--- src/hw/icache_defs.svh ---
// instruction cache geometry and address field macros
`ifndef ICACHE_DEFS_SVH
`define ICACHE_DEFS_SVH

// ==========================================================================
// geometry
// ==========================================================================
`define ICACHE_ADDR_WIDTH 32
`define ICACHE_WAY_NUM    2
// bytes per line
`define ICACHE_BLOCK_SIZE 16
`define ICACHE_SETS       16
`define ICACHE_WORDS      (`ICACHE_BLOCK_SIZE / 4)

`define ICACHE_OFS_WIDTH  4
`define ICACHE_IDX_WIDTH  4
`define ICACHE_TAG_WIDTH  (`ICACHE_ADDR_WIDTH - `ICACHE_IDX_WIDTH - `ICACHE_OFS_WIDTH)

// ==========================================================================
// address fields, argument must be a plain signal name
// ==========================================================================
`define ICACHE_IDX_OF(a)  a[`ICACHE_OFS_WIDTH +: `ICACHE_IDX_WIDTH]
`define ICACHE_TAG_OF(a)  a[`ICACHE_ADDR_WIDTH - 1 -: `ICACHE_TAG_WIDTH]
`define ICACHE_WORD_OF(a) a[`ICACHE_OFS_WIDTH - 1:2]
`define ICACHE_LINE_ALIGN(a) \
  {a[`ICACHE_ADDR_WIDTH - 1:`ICACHE_OFS_WIDTH], {`ICACHE_OFS_WIDTH{1'b0}}}

`endif

--- src/hw/icache_pkg.sv ---
// shared address, word, line, tag entry and refill state types
`include "icache_defs.svh"

package icache_pkg;

  // byte address, no translation
  typedef logic [`ICACHE_ADDR_WIDTH-1:0] addr_t;

  // one instruction
  typedef logic [31:0] word_t;

  // whole cache line, word 0 at the lowest address
  typedef word_t [`ICACHE_WORDS-1:0] line_t;

  typedef logic [`ICACHE_IDX_WIDTH-1:0] idx_t;

  typedef logic [$clog2(`ICACHE_WAY_NUM)-1:0] way_t;

  // valid bit and tag live in one memory word
  typedef struct packed {
    logic                         valid;
    logic [`ICACHE_TAG_WIDTH-1:0] tag;
  } tag_entry_t;

  // refill engine states
  typedef enum logic [1:0] {
    IDLE,
    REQ,
    FILL
  } refill_state_e;

endpackage

--- src/hw/ram_port_if.sv ---
// memory port bundle and refill handshake bundle
`timescale 1ns/1ps

// ==========================================================================
// one write port and one read port of a cache memory
// ==========================================================================
interface ram_port_if #(
  parameter type entry_t = logic
);
  import icache_pkg::*;

  logic   we;
  idx_t   waddr;
  entry_t wdata;
  idx_t   raddr;
  entry_t rdata;

  modport ctrl_mp (output we, output waddr, output wdata, output raddr, input rdata);
  modport ram_mp  (input we, input waddr, input wdata, input raddr, output rdata);
endinterface


--- src/hw/sdp_ram.sv ---
// simple dual-port memory with registered write-first read
`timescale 1ns/1ps

module sdp_ram #(
  parameter type entry_t = logic,
  parameter int  DEPTH   = 16
) (
  input logic        clk,
  input logic        rst_n,
  ram_port_if.ram_mp port
);

  entry_t mem [DEPTH];
  entry_t rdata_q;

  // contents cleared so every entry starts invalid
  always_ff @(posedge clk or negedge rst_n) begin
    if (!rst_n) begin
      for (int i = 0; i < DEPTH; i++) begin
        mem[i] <= '0;
      end
      rdata_q <= '0;
    end else begin
      if (port.we) begin
        mem[port.waddr] <= port.wdata;
      end
      // write-first on an address collision
      if (port.we && (port.waddr == port.raddr)) begin
        rdata_q <= port.wdata;
      end else begin
        rdata_q <= mem[port.raddr];
      end
    end
  end

  assign port.rdata = rdata_q;

endmodule

--- src/flat_wrapper.sv ---
// flat-port wrapper written by rule: the top's interface ports become plain ports
module sdp_ram_flat 
#(
  parameter type entry_t = logic,
  parameter int  DEPTH   = 16
)
  (clk, rst_n, port_we, port_waddr, port_wdata, port_raddr, port_rdata);
  ram_port_if #(.entry_t(entry_t)) port_i ();
  input logic clk;
  input logic rst_n;
  input wire logic [$bits(port_i.we)-1:0] port_we;
  input wire logic [$bits(port_i.waddr)-1:0] port_waddr;
  input wire logic [$bits(port_i.wdata)-1:0] port_wdata;
  input wire logic [$bits(port_i.raddr)-1:0] port_raddr;
  output wire logic [$bits(port_i.rdata)-1:0] port_rdata;
  assign port_i.we = port_we;
  assign port_i.waddr = port_waddr;
  assign port_i.wdata = port_wdata;
  assign port_i.raddr = port_raddr;
  assign port_rdata = port_i.rdata;
  sdp_ram #(.entry_t(entry_t), .DEPTH(DEPTH)) u_core (.clk(clk), .rst_n(rst_n), .port(port_i));
endmodule
--- config.mk ---
export PLATFORM = sky130hd
export DESIGN_NAME = sdp_ram_flat
export DESIGN_NICKNAME = d
export VERILOG_FILES = /design/src/hw/icache_pkg.sv /design/src/hw/ram_port_if.sv /design/src/hw/sdp_ram.sv /design/src/flat_wrapper.sv
export VERILOG_INCLUDE_DIRS = /design/src /design/src/hw
export SDC_FILE = /design/constraint.sdc
export NUM_CORES = 1
export LEC_CHECK = 0
export ABC_AREA = 1
export BUFFER_PORTS_ARGS = -buffer_cell sky130_fd_sc_hd__buf_2
export CAP_MARGIN = 10
export CORE_MARGIN = 3
export CORE_UTILIZATION = 45
export DETAILED_ROUTE_END_ITERATION = 6
export PLACE_DENSITY = 0.67
export SETUP_SLACK_MARGIN = 0.02
export SLEW_MARGIN = 20
export SYNTH_ARGS = -nofsm -noshare
export SYNTH_HDL_FRONTEND = slang
export SYNTH_SLANG_ARGS = --single-unit
--- constraint.sdc ---
create_clock -name clk -period 1.1 [get_ports clk]
set_clock_uncertainty 0.1 [all_clocks]
set_input_delay 0.22 -clock clk [delete_from_list [all_inputs] [get_ports clk]]
set_output_delay 0.22 -clock clk [all_outputs]
set_load 0.02 [all_outputs]
==> metrics.txt <==
status=finished, violations left; failing checks=setup timing; largest net degree at the start of global routing=18; Synth area leader=dfrtp_1; RSZ-0062 raised after global routing=yes; Fmax=855 MHz; number of max-cap violations=0; startpoint type of the worst setup path=flop; Starting Density=0.493; leakage=0.629 nW; critical path startpoint=u_core.mem[3]; Critical R2R Launch=u_core.mem[3]; Design Area, Final=1190 µm²; area delta synth->final=20.0%; CTS tree=yes; num rows=16; vias after detailed routing=1026; met1 usage in global routing=0.278; CTS H-tree depth=1; Final setup viols=2; post-synthesis cell type count=16; final period utilization=1.06; grt met2 use=0.355; crit path buf inv count=0; Clock Tree Buf Depth=2; tightest hold margin=0.115 ns; CP delay by family, top=simple AND/OR/NAND/NOR gates; Port Buf Inserts=12; die width=53.0 µm; CP arrival=1.28 ns; Worst setup EP type=flop; drt wl/cell=13.0 µm; diode count=0; GR Layer Usage met3=0.0254; min-delay src=port_wdata; endpoints failing hold=0; Synth top area share=0.427; final wirelength=2560 µm; Pwr per Cell Area=1370 nW/µm²; Worst slew margin=0.736; number of global-route vias before repair=946; total CTS buffers=3; WS Path Type=flop to flop; CTS Root Cell=clkbuf_4; Skew-Pair Late Insertion Delay=0.30 ns; ranking of synthesized cells by area=dfrtp_1 (43%), nand2_1 (13%), inv_1 (11%); fin worst setup slack=-0.0692 ns; hold crit path type=input port to flop; Cells after Synth=145; routability cong.=0.855; Slowest-stage cell, CP=dfrtp_1; DR iter-0 viols=39; VDD IR max=0.929 mV; first-pass GRT wire length=4240 µm; antenna violations before repair=0; FF+latch count, synth=17; clock-pin slew on the worst setup and hold paths=0.12 ns; DR DRC count=0; clk sinks=17; Avg Cell Area, Syn=6.87 µm²; Final Critical Period=1.17 ns; mean number of vias per cell=5.21; CP required=1.21 ns; max incr delay on CP=0.39 ns; synth warn=0; Worst Tran Pin Value=0.397 ns; TritonRoute pass-1 iters=4; Slew Limit Fails=0; Nets=183; Pwr Total=1.63 mW; overall routing resource usage=0.212; # IOs=13; die height=53.0 µm; layout cells sized above 1=0.171; sequential cell area fraction in the yosys report=0.427; CORE AREA=2020 µm²; Top Usage Layer GRT=met2; die area=2810 µm²; CP max FO=2; post-route ant nets=0; crit-path cells=or2_0, nand3_1, nand3_1, nand3_1, nand2_1, nand2_1, nand2_1; DP Area=1140 µm²; Net Count, Synth=157; post-DP HPWL=1910 µm; grt total ovfl=0; synthesized cell area=996 µm²
## where the power goes
part / internal [mW] / switching [mW]
Sequential: 0.764 / 0.0575
Clock: 0.136 / 0.226
Combinational: 0.184 / 0.267
## sequential cells by signal, summed over array words and instances (netlist names)
register           count
u_core.mem            16
u_core.port.rdata      1
## per-layer routing
metal / up-vias / part of all wire
met5: - / 0
met4: 0 / 0.022
met3: 6 / 0.065
met2: 47 / 0.47
met1: 460 / 0.44
li1: 513 / -
## cells by family after synthesis
logic type,count (synthesis),synth area share
AND/OR/NAND/NOR,72,0.315
buffers and inverters,32,0.131
AO/OA/AOI/OAI,24,0.127
flip-flops,17,0.427
## final timing paths
kind	to	slack, ns	cells past startpoint
worst min-delay path	u_core.port.rdata	0.12	3
worst min register to register	u_core.mem[15]	0.40	2
worst max register to register	u_core.port.rdata	-0.07	7
max in group asynchronous	u_core.mem[8]	0.35	2
worst max-delay path	u_core.port.rdata	-0.07	7
min in group asynchronous	u_core.mem[14]	0.25	2
## timing repair
action                                  in CTS  in global routing
setup buffers                                1                  1
endpoints found under the setup margin       2                  2
endpoints found under the hold margin       17                  0
pin swaps                                    0                  0
gates resized for setup                      2                  0
hold buffers                                 1                  0
## synthesized netlist by cell type
master   count
a21oi_1      5
a31oi_1      3
buf_2        2
buf_6        1
dfrtp_1     17
inv_1       28
inv_2        1
nand2_1     35
nand3_1     21
nand4_1      2
nor2_1      10
nor2_4       1
nor3_1       2
o21ai_0     14
o22ai_1      2
or2_0        1
## tightest hold or removal path, cell delays in order
cell and delay, ns:
buf_2 0.13, nand4_1 0.09, nand2_1 0.06
## area by class of cell
class | count | area, µm²
multi-input combinational | 96 | 440
fill | 217 | 827
clock inverter | 1 | 5.00
tap | 27 | 33.8
sequential | 17 | 425
inverter | 29 | 109
clock buffer | 3 | 22.5
timing repair buffer | 24 | 159
## cell usage in the layout (no fill, tap or decap)
cell and instances:
a21oi_1 5, o21ai_0 14, nand3_1 21, inv_1 28, buf_2 11, dlygate4sd3_1 1
nor2_4 1, o22ai_1 2, or2_0 1, nand4_1 2, buf_4 11, a31oi_1 3
buf_6 1, nor3_1 2, clkinv_2 1, clkbuf_4 3, nor2_1 10, dfrtp_1 17
inv_2 1, nand2_1 35
## stage by stage
step | setup slack (ns) | util | TNS [ns] | instances
after floorplan | 0.0375 | - | 0 | 145
after global placement | -0.0901 | 0.562 | -0.342 | 190
after detailed placement | -0.119 | 0.562 | -0.635 | 190
after CTS | -0.0659 | 0.587 | -0.119 | 196
after global routing | -0.159 | 0.591 | -0.218 | 197
final | -0.0692 | 0.591 | -0.137 | 197
No activity file was read; power rests on OpenSTA's default activity.
