===== src/hw/icache_defs.svh =====
// instruction cache geometry and address field macros
`ifndef ICACHE_DEFS_SVH
`define ICACHE_DEFS_SVH

// ==========================================================================
// geometry
// ==========================================================================
`define ICACHE_ADDR_WIDTH 32
`define ICACHE_WAY_NUM    2
// bytes per line
`define ICACHE_BLOCK_SIZE 16
`define ICACHE_SETS       16
`define ICACHE_WORDS      (`ICACHE_BLOCK_SIZE / 4)

`define ICACHE_OFS_WIDTH  4
`define ICACHE_IDX_WIDTH  4
`define ICACHE_TAG_WIDTH  (`ICACHE_ADDR_WIDTH - `ICACHE_IDX_WIDTH - `ICACHE_OFS_WIDTH)

// ==========================================================================
// address fields, argument must be a plain signal name
// ==========================================================================
`define ICACHE_IDX_OF(a)  a[`ICACHE_OFS_WIDTH +: `ICACHE_IDX_WIDTH]
`define ICACHE_TAG_OF(a)  a[`ICACHE_ADDR_WIDTH - 1 -: `ICACHE_TAG_WIDTH]
`define ICACHE_WORD_OF(a) a[`ICACHE_OFS_WIDTH - 1:2]
`define ICACHE_LINE_ALIGN(a) \
  {a[`ICACHE_ADDR_WIDTH - 1:`ICACHE_OFS_WIDTH], {`ICACHE_OFS_WIDTH{1'b0}}}

`endif


===== src/hw/icache_pkg.sv =====
// shared address, word, line, tag entry and refill state types
`include "icache_defs.svh"

package icache_pkg;

  // byte address, no translation
  typedef logic [`ICACHE_ADDR_WIDTH-1:0] addr_t;

  // one instruction
  typedef logic [31:0] word_t;

  // whole cache line, word 0 at the lowest address
  typedef word_t [`ICACHE_WORDS-1:0] line_t;

  typedef logic [`ICACHE_IDX_WIDTH-1:0] idx_t;

  typedef logic [$clog2(`ICACHE_WAY_NUM)-1:0] way_t;

  // valid bit and tag live in one memory word
  typedef struct packed {
    logic                         valid;
    logic [`ICACHE_TAG_WIDTH-1:0] tag;
  } tag_entry_t;

  // refill engine states
  typedef enum logic [1:0] {
    IDLE,
    REQ,
    FILL
  } refill_state_e;

endpackage


===== src/hw/ram_port_if.sv =====


// ==========================================================================
// lookup to refill engine
// ==========================================================================
interface refill_if;
  import icache_pkg::*;

  // level request accepted only while the engine is idle
  logic  start;
  addr_t line_addr;
  logic  busy;
  // one-cycle pulse that qualifies fill_line
  logic  fill_done;
  line_t fill_line;

  modport lookup_mp (output start, output line_addr,
                     input busy, input fill_done, input fill_line);
  modport refill_mp (input start, input line_addr,
                     output busy, output fill_done, output fill_line);
endinterface


===== src/hw/icache_refill.sv =====
// refill engine with AXI read burst request and beat collection into a line
`timescale 1ns/1ps
`include "icache_defs.svh"

module icache_refill (
  input  logic              clk,
  input  logic              rst_n,
  refill_if.refill_mp       rf,
  // AR channel
  output logic              ar_valid_o,
  output icache_pkg::addr_t ar_addr_o,
  output logic [7:0]        ar_len_o,
  input  logic              ar_ready_i,
  // R channel
  input  logic              r_valid_i,
  input  icache_pkg::word_t r_data_i,
  input  logic              r_last_i,
  output logic              r_ready_o
);
  import icache_pkg::*;

  localparam int beat_w = $clog2(`ICACHE_WORDS);

  refill_state_e     state_q;
  addr_t             line_addr_q;
  logic [beat_w-1:0] beat_q;
  line_t             line_buf_q;
  logic              beat_fire;
  logic              last_fire;

  assign beat_fire = (state_q == FILL) && r_valid_i;
  assign last_fire = beat_fire && r_last_i;

  // ========================================================================
  // state machine
  // ========================================================================
  always_ff @(posedge clk or negedge rst_n) begin
    if (!rst_n) begin
      state_q <= IDLE;
    end else begin
      case (state_q)
        IDLE: begin
          if (rf.start) begin
            state_q <= REQ;
          end
        end
        REQ: begin
          if (ar_ready_i) begin
            state_q <= FILL;
          end
        end
        FILL: begin
          if (last_fire) begin
            state_q <= IDLE;
          end
        end
        default: state_q <= IDLE;
      endcase
    end
  end

  // beat position inside the current burst
  always_ff @(posedge clk or negedge rst_n) begin
    if (!rst_n) begin
      beat_q <= '0;
    end else if (state_q != FILL) begin
      beat_q <= '0;
    end else if (beat_fire) begin
      beat_q <= beat_q + 1'b1;
    end
  end

  always_ff @(posedge clk) begin
    if ((state_q == IDLE) && rf.start) begin
      line_addr_q <= rf.line_addr;
    end
    if (beat_fire) begin
      line_buf_q[beat_q] <= r_data_i;
    end
  end

  // ========================================================================
  // outputs
  // ========================================================================
  assign ar_valid_o = (state_q == REQ);
  assign ar_addr_o  = line_addr_q;
  // incrementing burst over the whole line
  assign ar_len_o   = 8'(`ICACHE_WORDS - 1);
  assign r_ready_o  = (state_q == FILL);

  assign rf.busy      = (state_q != IDLE);
  assign rf.fill_done = last_fire;

  // last beat merged straight from the R channel
  always_comb begin
    rf.fill_line         = line_buf_q;
    rf.fill_line[beat_q] = r_data_i;
  end

endmodule


===== src/flat_wrapper.sv =====
// flat-port wrapper written by rule: the top's interface ports become plain ports
module icache_refill_flat import icache_pkg::*;
  (clk, rst_n, ar_valid_o, ar_addr_o, ar_len_o, ar_ready_i, r_valid_i, r_data_i, r_last_i, r_ready_o, rf_start, rf_line_addr, rf_busy, rf_fill_done, rf_fill_line);
  refill_if rf_i ();
  input  logic clk;
  input  logic rst_n;
  output logic ar_valid_o;
  output icache_pkg::addr_t ar_addr_o;
  output logic [7:0] ar_len_o;
  input  logic ar_ready_i;
  input  logic r_valid_i;
  input  icache_pkg::word_t r_data_i;
  input  logic r_last_i;
  output logic r_ready_o;
  input wire logic [$bits(rf_i.start)-1:0] rf_start;
  input wire logic [$bits(rf_i.line_addr)-1:0] rf_line_addr;
  output wire logic [$bits(rf_i.busy)-1:0] rf_busy;
  output wire logic [$bits(rf_i.fill_done)-1:0] rf_fill_done;
  output wire logic [$bits(rf_i.fill_line)-1:0] rf_fill_line;
  assign rf_i.start = rf_start;
  assign rf_i.line_addr = rf_line_addr;
  assign rf_busy = rf_i.busy;
  assign rf_fill_done = rf_i.fill_done;
  assign rf_fill_line = rf_i.fill_line;
  icache_refill u_core (.clk(clk), .rst_n(rst_n), .rf(rf_i), .ar_valid_o(ar_valid_o), .ar_addr_o(ar_addr_o), .ar_len_o(ar_len_o), .ar_ready_i(ar_ready_i), .r_valid_i(r_valid_i), .r_data_i(r_data_i), .r_last_i(r_last_i), .r_ready_o(r_ready_o));
endmodule

===== config.mk =====
export PLATFORM = sky130hd
export DESIGN_NAME = icache_refill_flat
export DESIGN_NICKNAME = d
export VERILOG_FILES = /design/src/hw/icache_pkg.sv /design/src/hw/ram_port_if.sv /design/src/hw/icache_refill.sv /design/src/flat_wrapper.sv
export VERILOG_INCLUDE_DIRS = /design/src /design/src/hw
export SDC_FILE = /design/constraint.sdc
export NUM_CORES = 1
export LEC_CHECK = 0
export BUFFER_PORTS_ARGS = -buffer_cell sky130_fd_sc_hd__buf_2
export CAP_MARGIN = 20
export CORE_MARGIN = 10
export CORE_UTILIZATION = 55
export DETAILED_ROUTE_END_ITERATION = 16
export PLACE_DENSITY = 0.89
export SLEW_MARGIN = 20
export SYNTH_ARGS = -nofsm -noshare
export SYNTH_HDL_FRONTEND = slang
export SYNTH_SLANG_ARGS = --single-unit

===== constraint.sdc =====
create_clock -name clk -period 12.83 [get_ports clk]
set_clock_uncertainty 0.15 [all_clocks]
set_input_delay 2.566 -clock clk [delete_from_list [all_inputs] [get_ports clk]]
set_output_delay 2.566 -clock clk [all_outputs]
set_load 0.02 [all_outputs]

==> results of run 1 <==
-- power groups by stage --
| stage | registers [mW] | logic [mW] | clock network [mW] |
|---|---|---|---|
| after floorplan | 0.783 | 0.344 | 0 |
| after global placement | 0.745 | 0.505 | 0 |
| after detailed placement | 0.750 | 0.514 | 0 |
| after CTS | 0.741 | 0.520 | 0.509 |
| after global routing | 0.747 | 0.544 | 0.534 |
| final | 0.741 | 0.512 | 0.501 |
-- area by class of cell --
class                           count  area (µm²)  share of cell area (%)
Clock inverter                     15         158                    1.75
Multi-Input combinational cell    156        2080                    23.1
Timing Repair Buffer              240        1220                    13.5
Clock buffer                       17         425                    4.71
Sequential cell                   164        4900                    54.3
Tap cell                          176         220                    2.44
Inverter                            5        18.8                   0.208
-- placed cells by master (no fill, tap or decap), types with 2 or more instances in the layout --
master      count
buf_2         233
edfxtp_1      160
mux2_4        120
clkbuf_16      17
mux2_2          8
conb_1          8
buf_4           7
inv_8           6
inv_1           5
ha_2            4
dfrtp_1         4
nand2b_1        3
nor2_1          3
inv_6           3
clkinvlp_4      3
a21oi_1         2
clkinv_8        2
-- kinds of logic after synthesis --
family                   count (synthesis)
flip-flops                             164
multiplexers                           129
XOR/XNOR                                 1
AND/OR/NAND/NOR                         11
AO/OA/AOI/OAI                            3
buffers and inverters                   29
adder cells (fa/ha/maj)                  4
other                                    2
-- state kept, by name, summed over array words and instances, names as in the netlist --
name and count:
u_core.beat_q 2, u_core.line_buf_q 128, u_core.ar_addr_o 32, u_core.state_q 2
-- per-layer routing --
layer  wire, µm  track usage, %  part of all wire [%]  up-vias
li1           -               -                     -     1790
met1       7220            23.8                    40     2056
met2       8920            31.3                    49      196
met3       1780            8.61                   9.8       18
met4        246            6.76                   1.4        0
met5          0               0                     0        -
-- worst register-to-register path, delay by kind of cell (launching register included) --
kind	cells	cell delay, ps
buffers and inverters	2	1440
DFF	1	430
and+or+nand+nor	2	420
-- how the worst min path moves through the flow --
stage | endpoint | slack [ps] | start
after floorplan | u_core.state_q[0] | 310 | u_core.state_q[1]
after global placement | u_core.state_q[0] | 330 | u_core.state_q[1]
after detailed placement | u_core.state_q[0] | 350 | u_core.state_q[1]
after CTS | u_core.state_q[0] | 370 | u_core.state_q[1]
after global routing | u_core.state_q[0] | 390 | u_core.state_q[1]
final | u_core.state_q[0] | 380 | u_core.state_q[1]
-- through the flow --
step | cells | setup slack, ps | cell area, µm² | hold slack, ps | utilization, %
4_1_cts | 773 | 6920 | 9030 | 370 | 68.7
6_report | 773 | 6920 | 9030 | 378 | 68.7
3_5_place_dp | 741 | 6930 | 8450 | 353 | 64.3
3_3_place_gp | 741 | 6950 | 8450 | 326 | 64.3
2_1_floorplan | 349 | 4190 | 7330 | 306 | -
5_1_grt | 773 | 6920 | 9030 | 388 | 68.7
==> flow_summary.yaml, run 1 <==
worst_setup_path:
  worst-path-buf-inv: 2
  worstSetupEndpoint: "rf_fill_line[32]"
  reg2reg_to: "u_core.line_buf_q[116]"
  cp.arrival_ps: 3190
  r2r_slack_ps: 9970
  ff2ff_path_depth: 4
  start_kind: "primary input"
  end_kind: "primary output"
  cpMostUsedCell: "buf_2"
  cpMaxStageDelayCell: "mux2_2"
  critPathMaxFanout: 4
  critical-path-top-delay-family: "buffers and inverters"
  crit_cells: 3
  startpoint: "r_data_i[0]"
  cp.required_ps: 10110
  worstSetupPathType: "primary input to primary output"
  timing.rr.start: "u_core.state_q[0]"
  cp_slowest_stage_delay_ps: 300
  crit_path_cell_trace: "buf_2 > mux2_2 > buf_2"
synthesis:
  yosys.area_share.simple_pct: 0.736
  synth_xor_area_share_pct: 0.120
  synth_area_leader_cell: "edfxtp_1"
  synthCells: 343
  ys_types: 19
  synth_adder_area_share_pct: 0.685
  synth_edf_count: 160
  ys_top_cells_by_area: "edfxtp_1 66%, mux2_4 25%, buf_12 3.3%"
  syn_area_um2: 7310
  syn_avg_cell_area_um2: 21.3
  async_flop_share_pct: 2.44
  synth_ff_type: "edfxtp_1"
  synth_compound_area_share_pct: 0.257
  synth_top_family_by_area: "multiplexers"
  synth_top_cell_area_share_pct: 65.7
  synthMuxAreaShare_pct: 26.0
  synthTopCellsByCount: "160 x edfxtp_1, 120 x mux2_4, 12 x buf_12, 8 x buf_4, 8 x mux2_2"
  ys_ff_latch: 164
  ys_warn_count: 0
  ys_seq_area_share_pct: 67.1
  synth.most_common_cell: "edfxtp_1"
floorplanning:
  io_pins: 242
  num_rows: 42
  core_um2: 13100
  die-area_um2: 18300
  start_util_pct: 55.6
  die_y_um: 135
  dieWidth_um: 135
global_route:
  antenna_found_initial: 0
  grt-ovfl-total: 0
  grt_pass1_vias: 4467
  grt_max_degree: 72
  grt_pass1_wl_um: 27300
  grt_use_total_pct: 19.8
routing:
  dr.first_iter.drc_count: 300
  drt_first_pass_iters: 4
  vias: 4060
  remaining_drc_errors: 0
  wire_per_inst_um: 23.5
  viasPerCell: 5.25
  drtAntennaViolNets: 0
  wl_um: 18200
power_and_ir_drop:
  p_leak_nw: 3.79
  power_switching_mw: 0.586
  clkPwrFrac_pct: 28.6
  max-vdd-ir-drop_uv: 121
  pwr-share-comb_pct: 29.2
  seqPwrFrac_pct: 42.3
  total_power_mw: 1.75
  p_sw_share_pct: 33.4
  power_density_nw_per_um2: 194
  intPower_mw: 1.17
timing:
  slew_headroom_pct: 39.3
  period_minus_slack_ps: 5910
  worst_pin_slew_ps: 910
  hold_viol: 0
  post-route-period-util_pct: 46.0
  slew_violations: 0
  clock.fmax_ghz: 0.169
  rsz0062_at_grt: "no"
  tns_ps: 0
  setup_viol: 0
final_layout:
  antenna_cells: 0
  syn_to_final_growth_pct: 23.5
  layout-drive-gt1-share_pct: 68.2
  fill_cells: 857
  fin_nets: 658
hold_path:
  min_path_cells: 1
  hold_class: "register to register"
clock_network:
  cts-root-buf: "clkbuf_16"
  cts_setup_buffers: 0
  clockBufferDepth: 2
  cts_tree: "built"
  numCtsBuffers: 17
  htreeDepth: 4
  cts_resized: 0
  hold_buffers: 0
  clk_latency_ps: 430
  cts.sinks: 164
  path_clk_slew_ps: 60
place:
  dpl.hpwl_um: 12500
  routabilityCongestion: 0.864
  portBuffers: 233
flow_run:
  cap_violations: 0
status:
  outcome: "completed"
Note: power is estimated with default switching activity, not from simulation.
==> run 2: changes to the inputs <==
--- a/config.mk
+++ b/config.mk
@@ -6,12 +6,13 @@
 export SDC_FILE = /design/constraint.sdc
 export NUM_CORES = 1
 export LEC_CHECK = 0
+export ABC_AREA = 1
 export BUFFER_PORTS_ARGS = -buffer_cell sky130_fd_sc_hd__buf_2
 export CAP_MARGIN = 20
 export CORE_MARGIN = 10
-export CORE_UTILIZATION = 55
+export CORE_UTILIZATION = 45
 export DETAILED_ROUTE_END_ITERATION = 16
-export PLACE_DENSITY = 0.89
+export PLACE_DENSITY = 0.79
 export SLEW_MARGIN = 20
 export SYNTH_ARGS = -nofsm -noshare
 export SYNTH_HDL_FRONTEND = slang
==> constraint.sdc (replaced) <==
create_clock -name clk -period 5.4 [get_ports clk]
set_clock_uncertainty 0.15 [all_clocks]
set_input_delay 1.08 -clock clk [delete_from_list [all_inputs] [get_ports clk]]
set_output_delay 1.08 -clock clk [all_outputs]
set_load 0.02 [all_outputs]
==> run 2 against run 1 <==
Against the previous run: count of clock-buffer cells in the layout grew 4; area after synthesis is 5.5% lower; worst setup slack got worse by 5200 ps; via count up 22%; critical path type is now register to primary output; highest routed layer unchanged; sequential power grew 130%; utilization is 11 points lower; critical path depth increased by 3; combinational power up 120%; cell count is 35% higher.
==> flow_summary.yaml, run 2 <==
synthesis:
  synthTopCellsByCount: "160 x edfxtp_1, 135 x inv_1, 135 x nand2_1, 130 x o21ai_1, 19 x buf_4"
  ys_ff_latch: 164
  synth_top_cell_area_share_pct: 69.5
  ys_top_cells_by_area: "edfxtp_1 70%, o21ai_1 9.4%, inv_1 7.3%"
  synth_ff_type: "edfxtp_1"
  async_flop_share_pct: 2.44
  syn_area_um2: 6910
  ys_seq_area_share_pct: 71.0
  synth_edf_count: 160
  syn_avg_cell_area_um2: 11.2
  synthCells: 616
  ys_types: 15
  synth_area_leader_cell: "edfxtp_1"
  synth.most_common_cell: "edfxtp_1"
  ys_warn_count: 0
power_and_ir_drop:
  clkPwrFrac_pct: 29.1
  intPower_mw: 2.70
  max-vdd-ir-drop_uv: 301
  p_sw_share_pct: 33.7
  seqPwrFrac_pct: 42.8
  power_density_nw_per_um2: 464
  p_leak_nw: 3.91
  power_switching_mw: 1.37
  pwr-share-comb_pct: 28.0
timing:
  clock.fmax_ghz: 0.271
  period_minus_slack_ps: 3690
  rsz0062_at_grt: "no"
  tns_ps: 0
  worst_pin_slew_ps: 779
  slew_headroom_pct: 48.1
  setup_viol: 0
  slew_violations: 0
  post-route-period-util_pct: 68.2
  hold_viol: 0
clock_network:
  clockBufferDepth: 2
  cts.sinks: 164
  clk_latency_ps: 420
  numCtsBuffers: 17
  htreeDepth: 4
  cts-root-buf: "clkbuf_16"
  cts_tree: "built"
  cts_resized: 0
  cts_setup_buffers: 0
  hold_buffers: 0
  path_clk_slew_ps: 60
routing:
  remaining_drc_errors: 0
  wl_um: 18100
  drt_first_pass_iters: 5
  vias: 4955
  dr.first_iter.drc_count: 352
  wire_per_inst_um: 17.3
  viasPerCell: 4.74
  drtAntennaViolNets: 0
final_layout:
  largest_reg_flops: 128
  fin_nets: 918
  final_cell_area_um2: 8770
  top_register: "u_core.line_buf_q"
  layout_common_cells: "233 x buf_2, 160 x edfxtp_1, 135 x nand2_1, 134 x inv_1, 130 x o21ai_1"
  antenna_cells: 0
  syn_to_final_growth_pct: 26.9
  final_common_cell: "buf_2"
  layout-drive-gt1-share_pct: 32.6
global_route:
  grt_pass1_wl_um: 27900
  grt_max_degree: 73
  grt_use_total_pct: 17.5
  grt_pass1_vias: 5079
  antenna_found_initial: 0
  grt-ovfl-total: 0
worst_setup_path:
  r2r_slack_ps: 3140
  start_kind: "register"
  end_kind: "primary output"
  cp_slowest_stage_delay_ps: 700
  reg2reg_to: "u_core.line_buf_q[94]"
  worstSetupPathType: "register to primary output"
  critPathMaxFanout: 43
  cpMaxStageDelayCell: "ha_2"
  crit_path_cell_trace: "inv_1 > ha_2 > buf_4 > nand2_1 > o21ai_1 > buf_2"
  ff2ff_path_depth: 5
  cp.required_ps: 4170
  cp.arrival_ps: 2460
  timing.rr.start: "u_core.state_q[1]"
hold_path:
  hold_class: "primary input to asynchronous set/reset pin"
place:
  dpl.hpwl_um: 13600
  routabilityCongestion: 0.836
  dpl_cell_area_um2: 8180
  portBuffers: 233
floorplanning:
  start_util_pct: 45.6
  die_y_um: 144
  die-area_um2: 20700
  io_pins: 242
  dieWidth_um: 144
  num_rows: 45
  core_um2: 15100
status:
  outcome: "completed"
flow_run:
  cap_violations: 0
==> run 2: logic make-up (layout without fill, tap and decap cells) <==
logic type / Yosys count / in the layout / synth area share, %
AO/OA/AOI/OAI: 130 / 130 / 9.42
adder cells (fa/ha/maj): 4 / 4 / 0.724
buffers and inverters: 173 / 408 / 10.7
flip-flops: 164 / 164 / 71.0
other: 2 / 8 / 0.109
AND/OR/NAND/NOR: 143 / 143 / 8.02
==> run 2: area by class of cell <==
type	instances	area, µm²
repair buffers	239	1220
clock inverters	11	128
inverters	137	517
well taps	188	235
clock buffers	21	460
flip-flops and latches	164	4900
multi-input cells	285	1300
fillers	1306	6380
==> run 2: how the worst max path moves through the flow <==
stage / start / to
2_1_floorplan: r_valid_i / u_core.line_buf_q[0]
3_3_place_gp: u_core.beat_q[1] / rf_fill_line[52]
3_5_place_dp: u_core.beat_q[1] / rf_fill_line[52]
4_1_cts: u_core.beat_q[1] / rf_fill_line[52]
5_1_grt: u_core.beat_q[1] / rf_fill_line[52]
6_report: u_core.beat_q[1] / rf_fill_line[52]
==> run 2: worst max-delay path: cells and delay by family, from the launching register on <==
family / cells / cell delay (ps)
buf+inv: 3 / 700
flops: 1 / 420
compound gates: 1 / 130
simple gates: 1 / 80
fa+ha+maj: 1 / 700
==> run 2: power by group through the flow <==
stage	Sequential (mW)	Combinational (mW)	Clock, mW
2_1_floorplan	1.84	0.665	0
4_1_cts	1.74	1.16	1.21
5_1_grt	1.76	1.25	1.26
3_3_place_gp	1.76	1.13	0
6_report	1.74	1.14	1.18
3_5_place_dp	1.77	1.15	0
==> run 2: through the flow <==
step / hold slack, ps / utilization, % / cells / setup slack [ps] / power, mW
finish: 311 / 57.9 / 1045 / 1710 / 4.07
global route: 292 / 57.9 / 1045 / 1480 / 4.27
CTS: 294 / 57.9 / 1045 / 1650 / 4.12
detailed placement: 422 / 54.0 / 1013 / 2120 / 2.92
global placement: 402 / 54.0 / 1013 / 2170 / 2.89
floorplan: 370 / - / 622 / 1140 / 2.50
==> run 2: metal layers <==
metal,vias up,wire [µm],GRT usage (%)
li1,2456,-,-
met4,0,326,6.50
met2,222,8810,28.5
met1,2251,7140,20.1
met5,-,0,0
met3,26,1850,7.46
==> run 3: changes to the inputs <==
--- a/config.mk
+++ b/config.mk
@@ -10,9 +10,9 @@
 export BUFFER_PORTS_ARGS = -buffer_cell sky130_fd_sc_hd__buf_2
 export CAP_MARGIN = 20
 export CORE_MARGIN = 10
-export CORE_UTILIZATION = 45
+export CORE_UTILIZATION = 50
 export DETAILED_ROUTE_END_ITERATION = 16
-export PLACE_DENSITY = 0.79
+export PLACE_DENSITY = 0.83
 export SLEW_MARGIN = 20
 export SYNTH_ARGS = -nofsm -noshare
 export SYNTH_HDL_FRONTEND = slang
==> constraint.sdc (replaced) <==
create_clock -name clk -period 3.8 [get_ports clk]
set_clock_uncertainty 0.15 [all_clocks]
set_input_delay 0.76 -clock clk [delete_from_list [all_inputs] [get_ports clk]]
set_output_delay 0.76 -clock clk [all_outputs]
set_load 0.02 [all_outputs]
==> run 3 against run 2 <==
Against the previous run: register-to-register slack worse by 2200 ps; combinational power up 43%; cell area about the same; utilization up 7.5 points; worst setup slack worse by 1100 ps; die area down 8.6%; clock power up 39%; sequential cell count unchanged; critical path type unchanged; critical endpoint is now rf_fill_line[93]; largest cell class unchanged; largest power group unchanged.
==> flow_summary.yaml, run 3 (synthesis results as in run 2) <==
clock_network:
  cts.sinks: 164
  cts_tree: "built"
  clockBufferDepth: 2
  htreeDepth: 4
  numCtsBuffers: 17
  clk_latency_ps: 420
  cts-root-buf: "clkbuf_16"
  path_clk_slew_ps: 60
floorplanning:
  die_y_um: 138
  io_pins: 242
  dieWidth_um: 138
  num_rows: 42
  core_um2: 13400
  die-area_um2: 18900
  start_util_pct: 51.6
final_layout:
  largest_reg_flops: 128
  top_register: "u_core.line_buf_q"
  fin_cells: 1035
  final_common_cell: "buf_2"
  seq_area_um2: 4900
  multi_input_area_um2: 1300
  final_cell_area_um2: 8760
  layout-drive-gt1-share_pct: 32.2
  syn_to_final_growth_pct: 26.8
  fin_util_pct: 65.4
  fin_nets: 920
  antenna_cells: 0
  layout_common_cells: "233 x buf_2, 160 x edfxtp_1, 135 x nand2_1, 134 x inv_1, 130 x o21ai_1"
  fill_cells: 1009
worst_setup_path:
  critPathMaxFanout: 35
  end_kind: "primary output"
  crit_path_cell_trace: "inv_1 > ha_2 > buf_12 > nand2_1 > o21ai_1 > buf_2"
  start_kind: "register"
  cpMaxStageDelayCell: "ha_2"
  critical-path-top-delay-family: "adder cells"
  cp.required_ps: 2890
  cp.arrival_ps: 2270
  worstSetupPathType: "register to primary output"
  cp_slowest_stage_delay_ps: 630
  worst-path-buf-inv: 3
routing:
  wl_um: 17800
  drtAntennaViolNets: 0
  drt_first_pass_iters: 4
  viasPerCell: 4.80
  dr.first_iter.drc_count: 355
  vias: 4970
  wire_per_inst_um: 17.2
  remaining_drc_errors: 0
global_route:
  antenna_found_initial: 0
  grt-ovfl-total: 0
  grt_max_degree: 84
  grt_pass1_vias: 4685
  grt_pass1_wl_um: 26200
  grt_use_total_pct: 18.3
power_and_ir_drop:
  p_leak_nw: 3.90
  max-vdd-ir-drop_uv: 654
  power_density_nw_per_um2: 654
  total_power_mw: 5.74
flow_run:
  cap_violations: 0
timing:
  hold_viol: 0
  holdWs_ps: 363
  period_minus_slack_ps: 3180
  worst_pin_slew_ps: 1090
  post-route-period-util_pct: 83.8
  slew_headroom_pct: 27.5
  setup_viol: 0
  rsz0062_at_grt: "no"
  slew_violations: 0
  tns_ps: 0
  worst_slack_ps: 616
  clock.fmax_ghz: 0.314
place:
  dpl_cell_area_um2: 8180
  pre_cts_ws_ps: 743
  dp.cells: 1002
  portBuffers: 233
  routabilityCongestion: 0.881
  dpl.hpwl_um: 13200
hold_path:
  hold_class: "primary input to register"
status:
  outcome: "completed"
run 3: cell types whose count changed in the layout (fill, tap and decap cells not counted):
cell,previous run,this run
buf_12,1,2
clkbuf_8,2,0
clkinv_1,0,3
clkinv_2,2,0
clkinv_4,2,4
clkinvlp_4,3,5
dlygate4sd3_1,0,1
inv_4,1,0
inv_6,2,0
run 3: layer usage:
layer	routed length (µm)	global-route usage (%)
met1	6910	21.9
met2	8280	27.9
met3	2290	8.81
met4	296	7.20
met5	0	0
run 3: what timing repair did:
item | 4_1_cts | 5_1_grt
endpoints found under the hold margin | 4 | 0
resized for setup | 0 | 0
setup endpoints to repair | 0 | 0
hold buffers | 1 | 0
buffers inserted | 0 | 0
run 3: cell type report:
cell class	count	area share [%]
flip-flops and latches	164	56.0
well taps	176	2.51
multi-input cells	285	14.8
clock inverters	13	1.56
inverters	137	5.91
repair buffers	241	14.3
clock buffers	19	4.94
run 3: where the power goes:
group / total (mW) / switching, mW / internal (mW)
clock: 1.64 / 0.672 / 0.963
sequential: 2.47 / 0.0757 / 2.40
combinational: 1.63 / 1.19 / 0.438
total: 5.74 / 1.94 / 3.80
run 3: worst paths after layout:
kind / start / to / slack (ps) / depth (start not counted)
min in group asynchronous: rst_n / u_core.state_q[0] / 530 / 2
min: rf_line_addr[1] / u_core.ar_addr_o[1] / 360 / 1
max: u_core.beat_q[0] / rf_fill_line[93] / 620 / 6
max in group asynchronous: rst_n / u_core.beat_q[0] / 2840 / 2
max reg2reg: u_core.state_q[1] / u_core.line_buf_q[29] / 950 / 6
min reg2reg: u_core.beat_q[0] / u_core.beat_q[0] / 430 / 2
